$ cat config.mk
export PLATFORM = sky130hd
export DESIGN_NAME = busArbiterTop
export DESIGN_NICKNAME = d
export VERILOG_FILES = /design/src/verilog/arbiterPkg.sv /design/src/verilog/arbitrateExecute.sv /design/src/verilog/busArbiterTop.sv /design/src/verilog/configDecode.sv /design/src/verilog/grantResult.sv
export VERILOG_INCLUDE_DIRS = /design/src /design/src/verilog
export SDC_FILE = /design/constraint.sdc
export NUM_CORES = 1
export LEC_CHECK = 0
export BUFFER_PORTS_ARGS = -buffer_cell sky130_fd_sc_hd__buf_2
export CORE_MARGIN = 1.5
export CORE_UTILIZATION = 41
export DETAILED_ROUTE_END_ITERATION = 10
export PLACE_DENSITY_LB_ADDON = 0.2
export SLEW_MARGIN = 30
export SYNTH_ARGS = -nofsm -noshare
export SYNTH_HDL_FRONTEND = slang
export SYNTH_SLANG_ARGS = --single-unit
export TNS_END_PERCENT = 10
$ cat constraint.sdc
create_clock -name clock -period 19.6 [get_ports clock]
set_input_delay 1.96 -clock clock [delete_from_list [all_inputs] [get_ports clock]]
set_output_delay 1.96 -clock clock [all_outputs]
set_load 0.05 [all_outputs]
$ cat src/verilog/arbiterMacros_macros.svh
`ifndef ARBITER_MACROS_SVH
`define ARBITER_MACROS_SVH

// number of bus masters sharing the bus
`define ARB_UNITS 8

// bits to address one unit, also the width of one priority entry
`define ARB_INDEX_WIDTH 3

// width of each master's data word and of the bus
`define ARB_DATA_WIDTH 16

// kind flag of a configuration word
`define ARB_KIND_PRIO 1'b0
`define ARB_KIND_MODE 1'b1

// arbitration mode, round-robin or priority
`define ARB_MODE_ROUND 1'b0
`define ARB_MODE_PRIO 1'b1

`endif

$ cat src/verilog/arbiterPkg.sv
`include "arbiterMacros_macros.svh"

package arbiterPkg;

  // ----------------------------------------------------------
  // configuration word, one byte read in two ways
  // ----------------------------------------------------------

  // kind 0: load one entry of the priority table
  typedef struct packed {
    logic kind;
    logic [`ARB_INDEX_WIDTH-1:0] unit;
    logic [`ARB_INDEX_WIDTH-1:0] prio;
    logic pad;
  } prioWrite_t;

  // kind 1: select round-robin or priority arbitration
  typedef struct packed {
    logic kind;
    logic roundOrPriority;
    logic [2*`ARB_INDEX_WIDTH-1:0] pad;
  } modeWrite_t;

  typedef union packed {
    prioWrite_t prioWrite;
    modeWrite_t modeWrite;
  } cfgWord_t;

  // decoded configuration handed from decode to execute
  typedef struct packed {
    logic roundOrPriority;
    logic [`ARB_UNITS-1:0][`ARB_INDEX_WIDTH-1:0] prio;
  } arbConfig_t;

  // registered arbitration result as seen on the bus side
  typedef struct packed {
    logic [`ARB_UNITS-1:0] grant;
    logic [`ARB_INDEX_WIDTH-1:0] owner;
    logic busy;
    logic [`ARB_DATA_WIDTH-1:0] data;
  } grantResult_t;

  // one data word per master
  typedef logic [`ARB_UNITS-1:0][`ARB_DATA_WIDTH-1:0] unitData_t;

endpackage

$ cat src/verilog/arbitrateExecute.sv
`timescale 1ns/1ps

`include "arbiterMacros_macros.svh"

module arbitrateExecute
(
  input logic clock,
  input logic reset,
  input arbiterPkg::arbConfig_t arbCfg,
  input logic [`ARB_UNITS-1:0] request,
  input logic [`ARB_UNITS-1:0] grant,
  output logic [`ARB_UNITS-1:0] grantNext
);

  // ----------------------------------------------------------
  // local signals
  // ----------------------------------------------------------

  // priorities of requesting units, idle units forced to the top value
  logic [`ARB_INDEX_WIDTH-1:0] selectPrio [`ARB_UNITS];
  // lowest priority value among requesters
  logic [`ARB_INDEX_WIDTH-1:0] minPrio;
  // units whose table entry equals the minimum
  logic [`ARB_UNITS-1:0] isMin;
  // requests that take part in the scan for the current mode
  logic [`ARB_UNITS-1:0] candidates;

  // round-robin state
  logic [`ARB_INDEX_WIDTH-1:0] pointer;
  logic [`ARB_INDEX_WIDTH-1:0] grantIndex;
  logic [`ARB_INDEX_WIDTH-1:0] pointerAdvance;
  logic [`ARB_INDEX_WIDTH-1:0] scanStart;

  // scan order and running "already found" chain
  logic [`ARB_INDEX_WIDTH-1:0] scan [`ARB_UNITS];
  logic [`ARB_UNITS-2:0] found;

  // ----------------------------------------------------------
  // minimum priority filter
  // ----------------------------------------------------------

  always_comb
  begin
    for (int i = 0; i < `ARB_UNITS; i++)
    begin
      selectPrio[i] = request[i] ? arbCfg.prio[i] : '1;
    end
  end

  always_comb
  begin
    minPrio = selectPrio[0];
    for (int i = 1; i < `ARB_UNITS; i++)
    begin
      if (selectPrio[i] < minPrio)
        minPrio = selectPrio[i];
    end
  end

  always_comb
  begin
    for (int i = 0; i < `ARB_UNITS; i++)
    begin
      isMin[i] = (arbCfg.prio[i] == minPrio);
    end
  end

  // priority mode keeps only the minimum-valued requesters
  assign candidates = (arbCfg.roundOrPriority == `ARB_MODE_PRIO) ?
                      (isMin & request) : request;

  // ----------------------------------------------------------
  // round-robin pointer
  // ----------------------------------------------------------

  // index of the unit holding the registered grant
  always_comb
  begin
    grantIndex = '0;
    for (int i = 0; i < `ARB_UNITS; i++)
    begin
      if (grant[i])
        grantIndex = `ARB_INDEX_WIDTH'(i);
    end
  end

  // one past the last winner, wrapping at the unit count
  assign pointerAdvance = (int'(grantIndex) == `ARB_UNITS - 1) ? '0 : grantIndex + 1'b1;

  // a fresh grant moves the scan start this cycle, otherwise hold
  assign scanStart = (|grant) ? pointerAdvance : pointer;

  always_ff @(posedge clock)
  begin
    if (!reset)
      pointer <= '0;
    else
      pointer <= scanStart;
  end

  // ----------------------------------------------------------
  // scan and winner select
  // ----------------------------------------------------------

  always_comb
  begin
    int scanSum;
    for (int s = 0; s < `ARB_UNITS; s++)
    begin
      scanSum = int'(scanStart) + s;
      if (scanSum >= `ARB_UNITS)
        scanSum = scanSum - `ARB_UNITS;
      scan[s] = `ARB_INDEX_WIDTH'(scanSum);
    end
  end

  // found[t] set once any unit up to scan position t is a candidate
  always_comb
  begin
    found[0] = candidates[scan[0]];
    for (int t = 1; t < `ARB_UNITS - 1; t++)
    begin
      found[t] = found[t-1] | candidates[scan[t]];
    end
  end

  // first candidate in scan order wins
  always_comb
  begin
    grantNext = '0;
    grantNext[scan[0]] = candidates[scan[0]];
    for (int u = 1; u < `ARB_UNITS; u++)
    begin
      grantNext[scan[u]] = candidates[scan[u]] & ~found[u-1];
    end
  end

  // ----------------------------------------------------------
  // checks
  // ----------------------------------------------------------

  // never grant a unit that is not asking
  // and never leave the bus idle while someone asks
  grantWithinRequest: assert property (
    @(posedge clock) disable iff (!reset)
    ((grantNext & ~request) == '0) && ((|grantNext) == (|request))
  );

endmodule

$ cat src/verilog/busArbiterTop.sv
`timescale 1ns/1ps

`include "arbiterMacros_macros.svh"

module busArbiterTop
(
  input logic clock,
  input logic reset,
  input logic cfgValid,
  input arbiterPkg::cfgWord_t cfgWord,
  input logic [`ARB_UNITS-1:0] request,
  input arbiterPkg::unitData_t unitData,
  output arbiterPkg::grantResult_t result
);

  // ----------------------------------------------------------
  // internal wires
  // ----------------------------------------------------------

  // decoded table and mode
  arbiterPkg::arbConfig_t arbCfg;
  // combinational winner for the next edge
  logic [`ARB_UNITS-1:0] grantNext;
  // registered grant looped back to the pointer
  logic [`ARB_UNITS-1:0] grant;

  // ----------------------------------------------------------
  // decode, execute, result
  // ----------------------------------------------------------

  configDecode i_configDecode
  (
    .clock(clock),
    .reset(reset),
    .cfgValid(cfgValid),
    .cfgWord(cfgWord),
    .arbCfg(arbCfg)
  );

  arbitrateExecute i_arbitrateExecute
  (
    .clock(clock),
    .reset(reset),
    .arbCfg(arbCfg),
    .request(request),
    .grant(grant),
    .grantNext(grantNext)
  );

  // one register stage, so requests show on the bus one cycle later
  grantResult i_grantResult
  (
    .clock(clock),
    .reset(reset),
    .grantNext(grantNext),
    .unitData(unitData),
    .result(result),
    .grant(grant)
  );

endmodule

$ cat src/verilog/configDecode.sv
`timescale 1ns/1ps

`include "arbiterMacros_macros.svh"

module configDecode
(
  input logic clock,
  input logic reset,
  input logic cfgValid,
  input arbiterPkg::cfgWord_t cfgWord,
  output arbiterPkg::arbConfig_t arbCfg
);

  // ----------------------------------------------------------
  // registered configuration
  // ----------------------------------------------------------

  // mode bit plus one priority per unit
  arbiterPkg::arbConfig_t cfgReg;

  // fields pulled out of the two views of the word
  logic cfgKind;
  logic [`ARB_INDEX_WIDTH-1:0] writeUnit;
  logic [`ARB_INDEX_WIDTH-1:0] writePrio;
  logic writeMode;

  // kind flag sits in the same bit for both views
  assign cfgKind = cfgWord.prioWrite.kind;

  // priority view, target unit and new value
  assign writeUnit = cfgWord.prioWrite.unit;
  assign writePrio = cfgWord.prioWrite.prio;

  // mode view, 1 selects priority arbitration
  assign writeMode = cfgWord.modeWrite.roundOrPriority;

  // ----------------------------------------------------------
  // table and mode update
  // ----------------------------------------------------------

  always_ff @(posedge clock)
  begin
    if (!reset)
    begin
      // all priorities equal, plain round-robin after reset
      cfgReg.prio <= '0;
      cfgReg.roundOrPriority <= `ARB_MODE_ROUND;
    end
    else if (cfgValid)
    begin
      case (cfgKind)
        `ARB_KIND_PRIO:
        begin
          // one table entry per strobe
          cfgReg.prio[writeUnit] <= writePrio;
        end
        `ARB_KIND_MODE:
        begin
          // table left untouched on a mode write
          cfgReg.roundOrPriority <= writeMode;
        end
        default:
        begin
          cfgReg <= cfgReg;
        end
      endcase
    end
  end

  // new settings act on the arbitration right after the strobe edge
  assign arbCfg = cfgReg;

  // ----------------------------------------------------------
  // checks
  // ----------------------------------------------------------

  // a strobed word must be fully defined, else the table picks up X
  cfgWordKnown: assert property (
    @(posedge clock) disable iff (!reset)
    cfgValid |-> !$isunknown(cfgWord)
  );

endmodule

$ cat src/verilog/grantResult.sv
`timescale 1ns/1ps

`include "arbiterMacros_macros.svh"

module grantResult
(
  input logic clock,
  input logic reset,
  input logic [`ARB_UNITS-1:0] grantNext,
  input arbiterPkg::unitData_t unitData,
  output arbiterPkg::grantResult_t result,
  output logic [`ARB_UNITS-1:0] grant
);

  // ----------------------------------------------------------
  // owner encode and data select
  // ----------------------------------------------------------

  // index of the winning unit, 0 when idle
  logic [`ARB_INDEX_WIDTH-1:0] ownerNext;
  // winner's data word, 0 when idle
  logic [`ARB_DATA_WIDTH-1:0] dataNext;

  // grantNext is one-hot or zero, so OR-ing the selected words is a mux
  always_comb
  begin
    ownerNext = '0;
    dataNext = '0;
    for (int i = 0; i < `ARB_UNITS; i++)
    begin
      if (grantNext[i])
      begin
        ownerNext = `ARB_INDEX_WIDTH'(i);
        dataNext = dataNext | unitData[i];
      end
    end
  end

  // ----------------------------------------------------------
  // result register
  // ----------------------------------------------------------

  always_ff @(posedge clock)
  begin
    if (!reset)
    begin
      result <= '0;
    end
    else
    begin
      result.grant <= grantNext;
      result.owner <= ownerNext;
      // bus is held whenever someone owns it
      result.busy <= |grantNext;
      result.data <= dataNext;
    end
  end

  // same flops fed back to the round-robin pointer
  assign grant = result.grant;

  // ----------------------------------------------------------
  // checks
  // ----------------------------------------------------------

  // at most one owner at a time on the shared bus
  grantOneHot: assert property (
    @(posedge clock) disable iff (!reset)
    $onehot0(result.grant)
  );

endmodule
# After elaboration in Yosys (flattened, before gate mapping)
# Cells that the tools add are included.
word_totals:
  reg_bits: 56
  inputBits: 147
  output_inout_bits: 28
  wordCells: 205
op_classes:
  add_sub_neg: 16
  order_cmp: 33
  n_eq_ne: 9
  n_mux: 90
  bitwise_logic: 30
  n_reduce_logical: 13
op_table:
  columns: ["op", "count"]
  rows:
  - ["$mux 16", 8]
  - ["$or 16x16->16", 7]
  - ["$mux 3", 34]
  - ["$bwmux 8", 7]
  - ["$lt 3x4->1 const B", 9]
  - ["$ge 4x4->1 const B", 7]
  - ["$ge 3x1->1 const B", 9]
  - ["$bmux 1 s3", 8]
  - ["$bwmux 24", 1]
  - ["$demux 1 s3", 8]
  - ["$eq 3x3->1", 8]
  - ["$sub 3x1->3 const B", 8]
  - ["$lt 3x3->1", 7]
  - ["$mux 1", 18]
  - ["$add 3x3->4 const B", 4]
  - ["$and 8x8->8", 2]
  - ["$reduce_or 8->1", 2]
  - ["$demux 3 s3", 1]
  - ["$logic_and 1x1->1", 9]
  - ["$add 3x2->4 const B", 2]
  - ["$mux 2", 4]
  - ["$mux 8", 1]
  - ["$not 1->1", 8]
  - ["$and 1x1->1", 7]
  - ["other kinds (6)", 12]

# Logic depth before layout (Yosys ltp)
# Gate-level depths: netlist of run 1.
logic_depth:
  word_depth: 44
  depth_mapped: 63
  mapped_depth_nobuf: 59

# Modules after synthesis
# A second synthesis of run 1 with hierarchy kept.
unflattened:
  cells_unflattened: 751
  hier_area_um2: 5769.3
modules_own_cells:
  columns: ["mod", "instances", "cells_each", "area_each_um2", "seq_area_each_um2"]
  rows:
  - ["arbitrateExecute", 1, 496, 3290.7, 60.1]
  - ["grantResult", 1, 156, 1515.2, 560.5]
  - ["configDecode", 1, 99, 963.4, 500.5]

# Worst setup path before layout of run 1
# Ideal clock, no wire load.
synth_timing:
  kind: "in2reg"
  startpoint: "in request[0]"
  endpoint: "reg i_grantResult.result[14] (netlist name)"
  setup_ns: 0.125
  arrival_time_ns: 12.712
  required_time_ns: 19.475
  slack_ns: 6.762
  path_stages: 57
  path_buffers: 2
  path_cell_list: "inv_1 > nor2_1 > ha_1 > nor2b_1 > or2_1 > o31ai_1 > ha_1 > a311oi_1 > o211ai_1 > o21a_1 > ha_1 > nor2b_1 > nor4b_2 > nor2b_1 > a21boi_1 > or2_2 > nand2_1 > ha_1 > [21 not listed] > nor2b_1 > nor3_1 > nand2_1 > a21oi_1 > nand3_1 > a21boi_1 > a22o_1 > o21a_1 > nor3_1 > o311ai_1 > o22ai_1 > mux2i_4 > buf_4 > buf_4 > nor3_2 > a31oi_1 > o221ai_1 > o41a_1"
synth_between:
  elab_chain_cells: 44
  elab_cells_between_ends: 84
  classes_between: "7 x order compare; 8 x eq/ne; 40 x mux; 29 x bitwise"
synth_lines:
  columns: ["element", "line_no", "text"]
  rows:
  - ["start: declaration", "busArbiterTop.sv:11", "input logic [`ARB_UNITS-1:0] request,"]
  - ["$mux 3", "arbitrateExecute.sv:46", "selectPrio[i] = request[i] ? arbCfg.prio[i] : '1;"]
  - ["$lt 3x3->1", "arbitrateExecute.sv:55", "if (selectPrio[i] < minPrio)"]
  - ["$mux 3", "arbitrateExecute.sv:55", null]
  - ["$lt 3x3->1", "arbitrateExecute.sv:55", null]
  - ["$mux 3", "arbitrateExecute.sv:55", null]
  - ["$lt 3x3->1", "arbitrateExecute.sv:55", null]
  - ["$mux 3", "arbitrateExecute.sv:55", null]
  - ["$lt 3x3->1", "arbitrateExecute.sv:55", null]
  - ["[28 not listed]", null, null]
  - ["$or 16x16->16", "grantResult.sv:34", "dataNext = dataNext | unitData[i];"]
  - ["$mux 16", "grantResult.sv:31", "if (grantNext[i])"]
  - ["$or 16x16->16", "grantResult.sv:34", null]
  - ["$mux 16", "grantResult.sv:31", null]
  - ["$or 16x16->16", "grantResult.sv:34", null]
  - ["$mux 16", "grantResult.sv:31", null]
  - ["$or 16x16->16", "grantResult.sv:34", null]
  - ["$mux 16 *", "grantResult.sv:31", null]
# Every way passes the cells marked *; elsewhere a longest branch is shown, timed or not. The select of a mux whose other input is x is not followed.
# A chain may end at the register's enable or synchronous reset.

# Worst setup path in the final report of run 1
layout_timing:
  startpoint: "in request[0]"
  endpoint: "reg i_grantResult.result[5] (netlist name)"
layout_between:
  elab_chain_cells: 44
  elab_cells_between_ends: 84
  classes_between: "7 x order compare; 8 x eq/ne; 40 x mux; 29 x bitwise"
layout_lines:
  columns: ["element", "line_no"]
  rows:
  - ["$mux 3", "arbitrateExecute.sv:46"]
  - ["$lt 3x3->1", "arbitrateExecute.sv:55"]
  - ["$mux 3", "arbitrateExecute.sv:55"]
  - ["$lt 3x3->1", "arbitrateExecute.sv:55"]
  - ["$mux 3", "arbitrateExecute.sv:55"]
  - ["$lt 3x3->1", "arbitrateExecute.sv:55"]
  - ["$mux 3", "arbitrateExecute.sv:55"]
  - ["$lt 3x3->1", "arbitrateExecute.sv:55"]
  - ["[28 not listed]", null]
  - ["$or 16x16->16", "grantResult.sv:34"]
  - ["$mux 16", "grantResult.sv:31"]
  - ["$or 16x16->16", "grantResult.sv:34"]
  - ["$mux 16", "grantResult.sv:31"]
  - ["$or 16x16->16", "grantResult.sv:34"]
  - ["$mux 16", "grantResult.sv:31"]
  - ["$or 16x16->16", "grantResult.sv:34"]
  - ["$mux 16 *", "grantResult.sv:31"]
# Marked as above.

==> metrics.txt, run 1 <==
outcome finished clean; Setup Crit Path Kind input port to register; Synth Warn # 0; Avg Synthesized Cell Area approximately 7.0 um^2; Final Wtd Congestion roughly 0.96; Worst Path Max Fanout 13; RSZ-0062 raised after global routing false; Hold EP i_configDecode.arbCfg[11]$_SDFFE_PN0P_; Worst Hold Slack 0.541 ns; cells on worst reg2reg path 54; Worst-path clk slew approximately 0.09 ns; top cells by area, synth dfxtp_1 15%, nand2_1 7.0%, mux2i_1 6.5%; top cell type by total area after synthesis dfxtp_1; CP arrival about 16 ns; post-synthesis adder-cell area fraction 0.0475; drt total wl around 29 mm; Final Cycle Share 0.782; CTS tree yes; DRT iter0 DRCs between 1000 and 1500; Die Span X roughly 140 um; first-pass GRT wire length ~45 mm; MaxCap Viol Count 0; Compound-Gate Fraction of Synth Area 0.352; # IOs roughly 180; R2R Setup Slk about 5.6 ns; core box area ~17000 um^2; Skew-Pair Late Insertion Delay roughly 0.32 ns; initial antenna violation count 0; Clock Skew 0.0166 ns; top-count cell post-synth nand2_1; slowest cell on the critical path or4_1; DRC 0; Die Ht between 100 and 150 um; DPL Wire Length around 22 mm; Slew Viols, Final 0; num rows 48; ANT cells 0; r2r endpoint i_grantResult.result[5]$_SDFF_PN0_; Placed Area around 8400 um^2; initial core utilization 0.423; Syn Nets approximately 1200; Main synth FF type dfxtp_1; Slew @ Worst Pin just under 1 ns; post-synthesis register bit count 56; Synth Area in Simple Gates 0.287; gr ovfl total 0; Critical R2R Launch i_configDecode.arbCfg[4]$_SDFFE_PN0P_; Rel. slew slack 0.346; setup bufs post-CTS 0; GRT Total Usage 0.306; post-cts gate resize count 0; final hold violations 0; Die Area between 15000 and 20000 um^2; Tmin final 15.32 ns; Avg WL per Cell between 20 and 25 um; Final Cell Area between 8000 and 9000 um^2; Max clock buf depth 2; main combinational cell family by area after synthesis compound AO/OA/AOI/OAI gates; Via Count approximately 9000; Hold/Removal Path Class register to register; final core utilization 0.491; Pre-Repair DR Iteration Count 6; HP Start i_configDecode.arbCfg[11]$_SDFFE_PN0P_; setup TNS 0 ns; ANT nets after route 0; EDFF count, synth 0; mux contribution to synthesized area 0.0819; number of global-route vias before repair about 8300; Critical Path Source Type input port; critical path required time about 20 ns; Synth Cell Area ~7400 um^2; P&R area growth vs syn 15.9%; Unique masters post-synth ~100; IO buf count 173; sequential-to-total area share from yosys stat 0.152; Max Clk Rate roughly 0.065 GHz; CTS Hold Buffers Added 0; H-tree depth 2; Inserted Clock Buffers 5; Post-Syn Instances between 1000 and 1500; CP dominant cell by count ha_1; Hold Path Depth 2; Yosys top cell area share 0.152; fin nets about 1400; Synth Area in XOR/XNOR 0.0166; CP max stage delay around 0.83 ns; post-DR vias/cell between 6 and 7; share of flip-flops with an asynchronous set or reset 0; most frequent cells after synthesis 137 x nand2_1, 108 x nor2_1, 72 x a21oi_1; Setup violations, final 0; layout cells sized above 1 0.203; critical path endpoint category register; largest net degree at the start of global routing between 50 and 60; clk root buf clkbuf_16; CTS Sinks 56
==> logic make-up (layout without fill, tap and decap cells) <==
kind of cell / Yosys count / in the layout
AO/OA/AOI/OAI: 349 / 349
adder cells (fa/ha/maj): 28 / 28
AND/OR/NAND/NOR: 431 / 431
XOR/XNOR: 14 / 14
buffers and inverters: 113 / 248
multiplexers: 57 / 57
flip-flops: 56 / 56
==> worst max-delay path by stage <==
stage	startpoint	endpoint	slack (ns)	cells after the start
final	request[0]	i_grantResult.result[5]$_SDFF_PN0_	4.28	55
after floorplan	request[0]	i_grantResult.result[14]$_SDFF_PN0_	6.76	57
after global placement	request[0]	i_grantResult.result[8]$_SDFF_PN0_	4.29	56
after CTS	request[1]	i_grantResult.result[5]$_SDFF_PN0_	4.57	56
after global routing	request[1]	i_grantResult.result[5]$_SDFF_PN0_	3.34	55
after detailed placement	request[1]	i_grantResult.result[5]$_SDFF_PN0_	4.29	56
==> cells in the final DEF (no fill, tap or decap), types with 13 or more instances in the layout <==
cell,netlist,layout
nor2b_1,14,14
nor3_1,27,27
mux2i_1,48,48
nand3_1,27,27
o21ai_0,20,20
nand4_1,13,13
a221oi_1,13,13
ha_1,28,28
a211oi_1,20,20
buf_2,14,173
inv_1,49,49
o22ai_1,20,20
buf_4,6,15
a21oi_1,72,72
a22oi_1,22,22
nand2_1,137,137
nand2b_1,35,35
o211ai_1,20,20
a41oi_1,20,20
dfxtp_1,56,56
a21boi_1,13,13
nor2_1,108,108
==> worst max-delay path, delay by kind of cell <==
family | cells | cell delay (ns)
and+or+nand+nor | 21 | 5.05
adders and majority gates | 7 | 1.80
muxes | 2 | 0.70
AOI/OAI and AO/OA | 22 | 5.60
buffers and inverters | 3 | 0.44
==> through the flow <==
stage               worst slack (ns)  instances
floorplan                       6.76       1048
global placement                4.29       1398
detailed placement              4.29       1400
CTS                             4.57       1408
global route                    3.34       1408
finish                          4.28       1408
==> routing by layer <==
layer	vias to the layer above	GRT usage	part of all wire
met3	56	0.0630	0.11
met4	0	0.0778	0.020
met2	515	0.458	0.44
li1	4218	-	-
met5	-	0	0
met1	4199	0.444	0.44
==> layout make-up <==
| type | count | area, um^2 |
|---|---|---|
| fill | 1840 | 8870 |
| multi-input combinational | 879 | 5810 |
| sequential | 56 | 1120 |
| timing repair buffer | 189 | 990 |
| tap | 225 | 282 |
| inverter | 51 | 194 |
| clock buffer | 5 | 125 |
| clock inverter | 3 | 27.5 |
==> state kept, by name, indices dropped and copies added, names as in the netlist <==
register and flops:
i_arbitrateExecute.pointer 3, i_configDecode.arbCfg 25, i_grantResult.grant 8, i_grantResult.result 20
Power of run 1 is left out: the tool's default activity adds up to more than one toggle a clock period on the data nets, which glitch-free logic cannot reach.
==> run 2, diff against run 1 <==
- clock period: 19.6 -> 14 ns (I/O delays scaled with it)
==> run 2 against run 1 <==
  * Sequential cell count unchanged
  * Critical endpoint unchanged
  * Critical path depth increased by 2
  * Sequential share of layout area down 0.80 points
  * Via count up 3.5%
  * First-iteration DRC count rose by 9.1%
  * Register-to-register slack got worse by 4.0 ns
  * Count of clock-buffer cells in the layout unchanged
  * Critical path type unchanged
==> metrics.txt, run 2 (synthesized netlist as in run 1, its figures left out) <==
CTS Sinks 56 (unchanged); Rel. slew slack 0.365 (was 0.346); initial antenna violation count 0 (unchanged); MaxCap Viol Count 0 (unchanged); number of global-route vias before repair 8344 (was 8328); drt total wl 30.1 mm (was 29.2 mm); Multi-input gate area 5900 um^2 (was 5810 um^2); Placed Area 8830 um^2 (was 8400 um^2); filler instances 1740 (was 1840); Via Count 9306 (was 8988); Avg WL per Cell 20.6 um (was 20.7 um); first-pass GRT wire length 45.5 mm (was 45.0 mm); Hold Path Depth 2 (unchanged); slowest cell on the critical path or3_1 (was or4_1); DPL Wire Length 22.3 mm (was 21.7 mm); Final Wtd Congestion 0.916 (was 0.961); pre-CTS WS 0.163 ns (was 4.29 ns); Final Cell Area 9110 um^2 (was 8550 um^2); GRT Total Usage 0.311 (was 0.306); num rows 48 (unchanged); Inserted Clock Buffers 5 (unchanged); ANT nets after route 0 (unchanged); CP dominant cell by count ha_1 (unchanged); largest net degree at the start of global routing 59 (was 56); Max Clk Rate around 0.076 GHz; CTS Hold Buffers Added 0 (unchanged); H-tree depth 2 (unchanged); CP arrival 13.31 ns (was 15.57 ns); CP max stage delay 0.44 ns (was 0.83 ns); R2R Setup Slk 1.63 ns (was 5.64 ns); DRT iter0 DRCs 1102 (was 1010); final core utilization 0.523 (was 0.491); r2r endpoint i_grantResult.result[5]$_SDFF_PN0_ (unchanged); initial core utilization 0.423 (unchanged); Worst Hold Slack 0.544 ns (was 0.541 ns); CTS tree yes (unchanged); Die Span X 137 um (unchanged); Final Cycle Share 0.938; post-DR vias/cell 6.37 (was 6.38); most frequent cells in the layout 173 x buf_2, 137 x nand2_1, 107 x nor2_1 (was 173 x buf_2, 137 x nand2_1, 108 x nor2_1); Setup violations, final 0 (unchanged); Critical Path Source Type input port (unchanged); Worst-path clk slew 0.09 ns (about the same); # IOs 175 (unchanged); Die Ht 137 um (unchanged); Die Area 18800 um^2 (unchanged); commonest non-fill, non-tap cell in the layout buf_2 (unchanged); Hold/Removal Path Class register to register (unchanged); IO buf count 173 (unchanged); HP Start i_configDecode.arbCfg[23]$_SDFFE_PN0P_ (was i_configDecode.arbCfg[11]$_SDFFE_PN0P_); Register Area 1120 um^2 (unchanged); DRC 0 (unchanged); Clock Skew 0.0168 ns (was 0.0166 ns); critical path endpoint category register (unchanged); Max clock buf depth 2 (unchanged); Hold EP i_configDecode.arbCfg[23]$_SDFFE_PN0P_ (was i_configDecode.arbCfg[11]$_SDFFE_PN0P_); setup ws final 0.869 ns (was 4.28 ns); Setup Crit Path Kind input port to register (unchanged); fin nets 1409 (was 1357); clk root buf clkbuf_16 (unchanged); number of flip-flops in the largest register 25 (unchanged); Skew-Pair Late Insertion Delay 0.32 ns (about the same); P&R area growth vs syn 23.5% (was 15.9%); Pre-Repair DR Iteration Count 6 (unchanged); Tmin final around 13 ns; core box area 17400 um^2 (unchanged); Worst Path Max Fanout 12 (was 13); CP Launch Point request[1] (was request[0]); final hold violations 0 (unchanged); gr ovfl total 0 (unchanged); outcome finished clean (unchanged); cells on worst reg2reg path 56 (was 54); Slew Viols, Final 0 (unchanged); Critical R2R Launch i_configDecode.arbCfg[4]$_SDFFE_PN0P_ (unchanged); Slew @ Worst Pin 0.951 ns (was 0.981 ns); critical path required time 14.18 ns (was 19.84 ns); layout cells sized above 1 0.246 (was 0.203)
[run 2: worst max-delay path, delay by kind of cell]
kind | cells | cell delay [ns]
buffers and inverters | 6 | 0.77
adders and majority gates | 7 | 1.85
AOI/OAI and AO/OA | 19 | 4.64
muxes | 3 | 0.70
and+or+nand+nor | 22 | 3.92
[run 2: worst max-delay path by stage]
stage	end	cells after the start
after global routing	i_grantResult.result[3]$_SDFF_PN0_	59
after floorplan	i_grantResult.result[14]$_SDFF_PN0_	57
after global placement	i_grantResult.result[8]$_SDFF_PN0_	57
after detailed placement	i_grantResult.result[0]$_SDFF_PN0_	56
after CTS	i_grantResult.result[8]$_SDFF_PN0_	57
final	i_grantResult.result[5]$_SDFF_PN0_	57
[run 2: stage by stage]
step / std cells / setup TNS (ns)
CTS: 1456 / 0
global route: 1460 / -0.129
detailed placement: 1448 / 0
global placement: 1448 / 0
finish: 1461 / 0
floorplan: 1048 / 0
[run 2: area by class of cell]
type	instances	area share
Multi-Input combinational cell	880	0.648
Tap cell	225	0.0309
Inverter	51	0.0213
Clock inverter	3	0.00289
Clock buffer	5	0.0137
Sequential cell	56	0.123
Antenna cell	1	0.000275
Timing Repair Buffer	240	0.160
[run 2: timing repair]
action | in CTS | in global routing
endpoints found under the hold margin | 0 | 0
resized for setup | 0 | 19
setup buffers | 0 | 3
endpoints found under the setup margin | 0 | 28
[run 2: metal layers]
| layer | vias to the layer above | track usage | wire, um |
|---|---|---|---|
| met1 | 4380 | 0.445 | 13100 |
| met3 | 64 | 0.0507 | 2880 |
| met4 | 0 | 0.104 | 814 |
| li1 | 4325 | - | - |
| met2 | 537 | 0.470 | 13300 |
| met5 | - | 0 | 0 |
Power of run 2 is left out for the same reason.
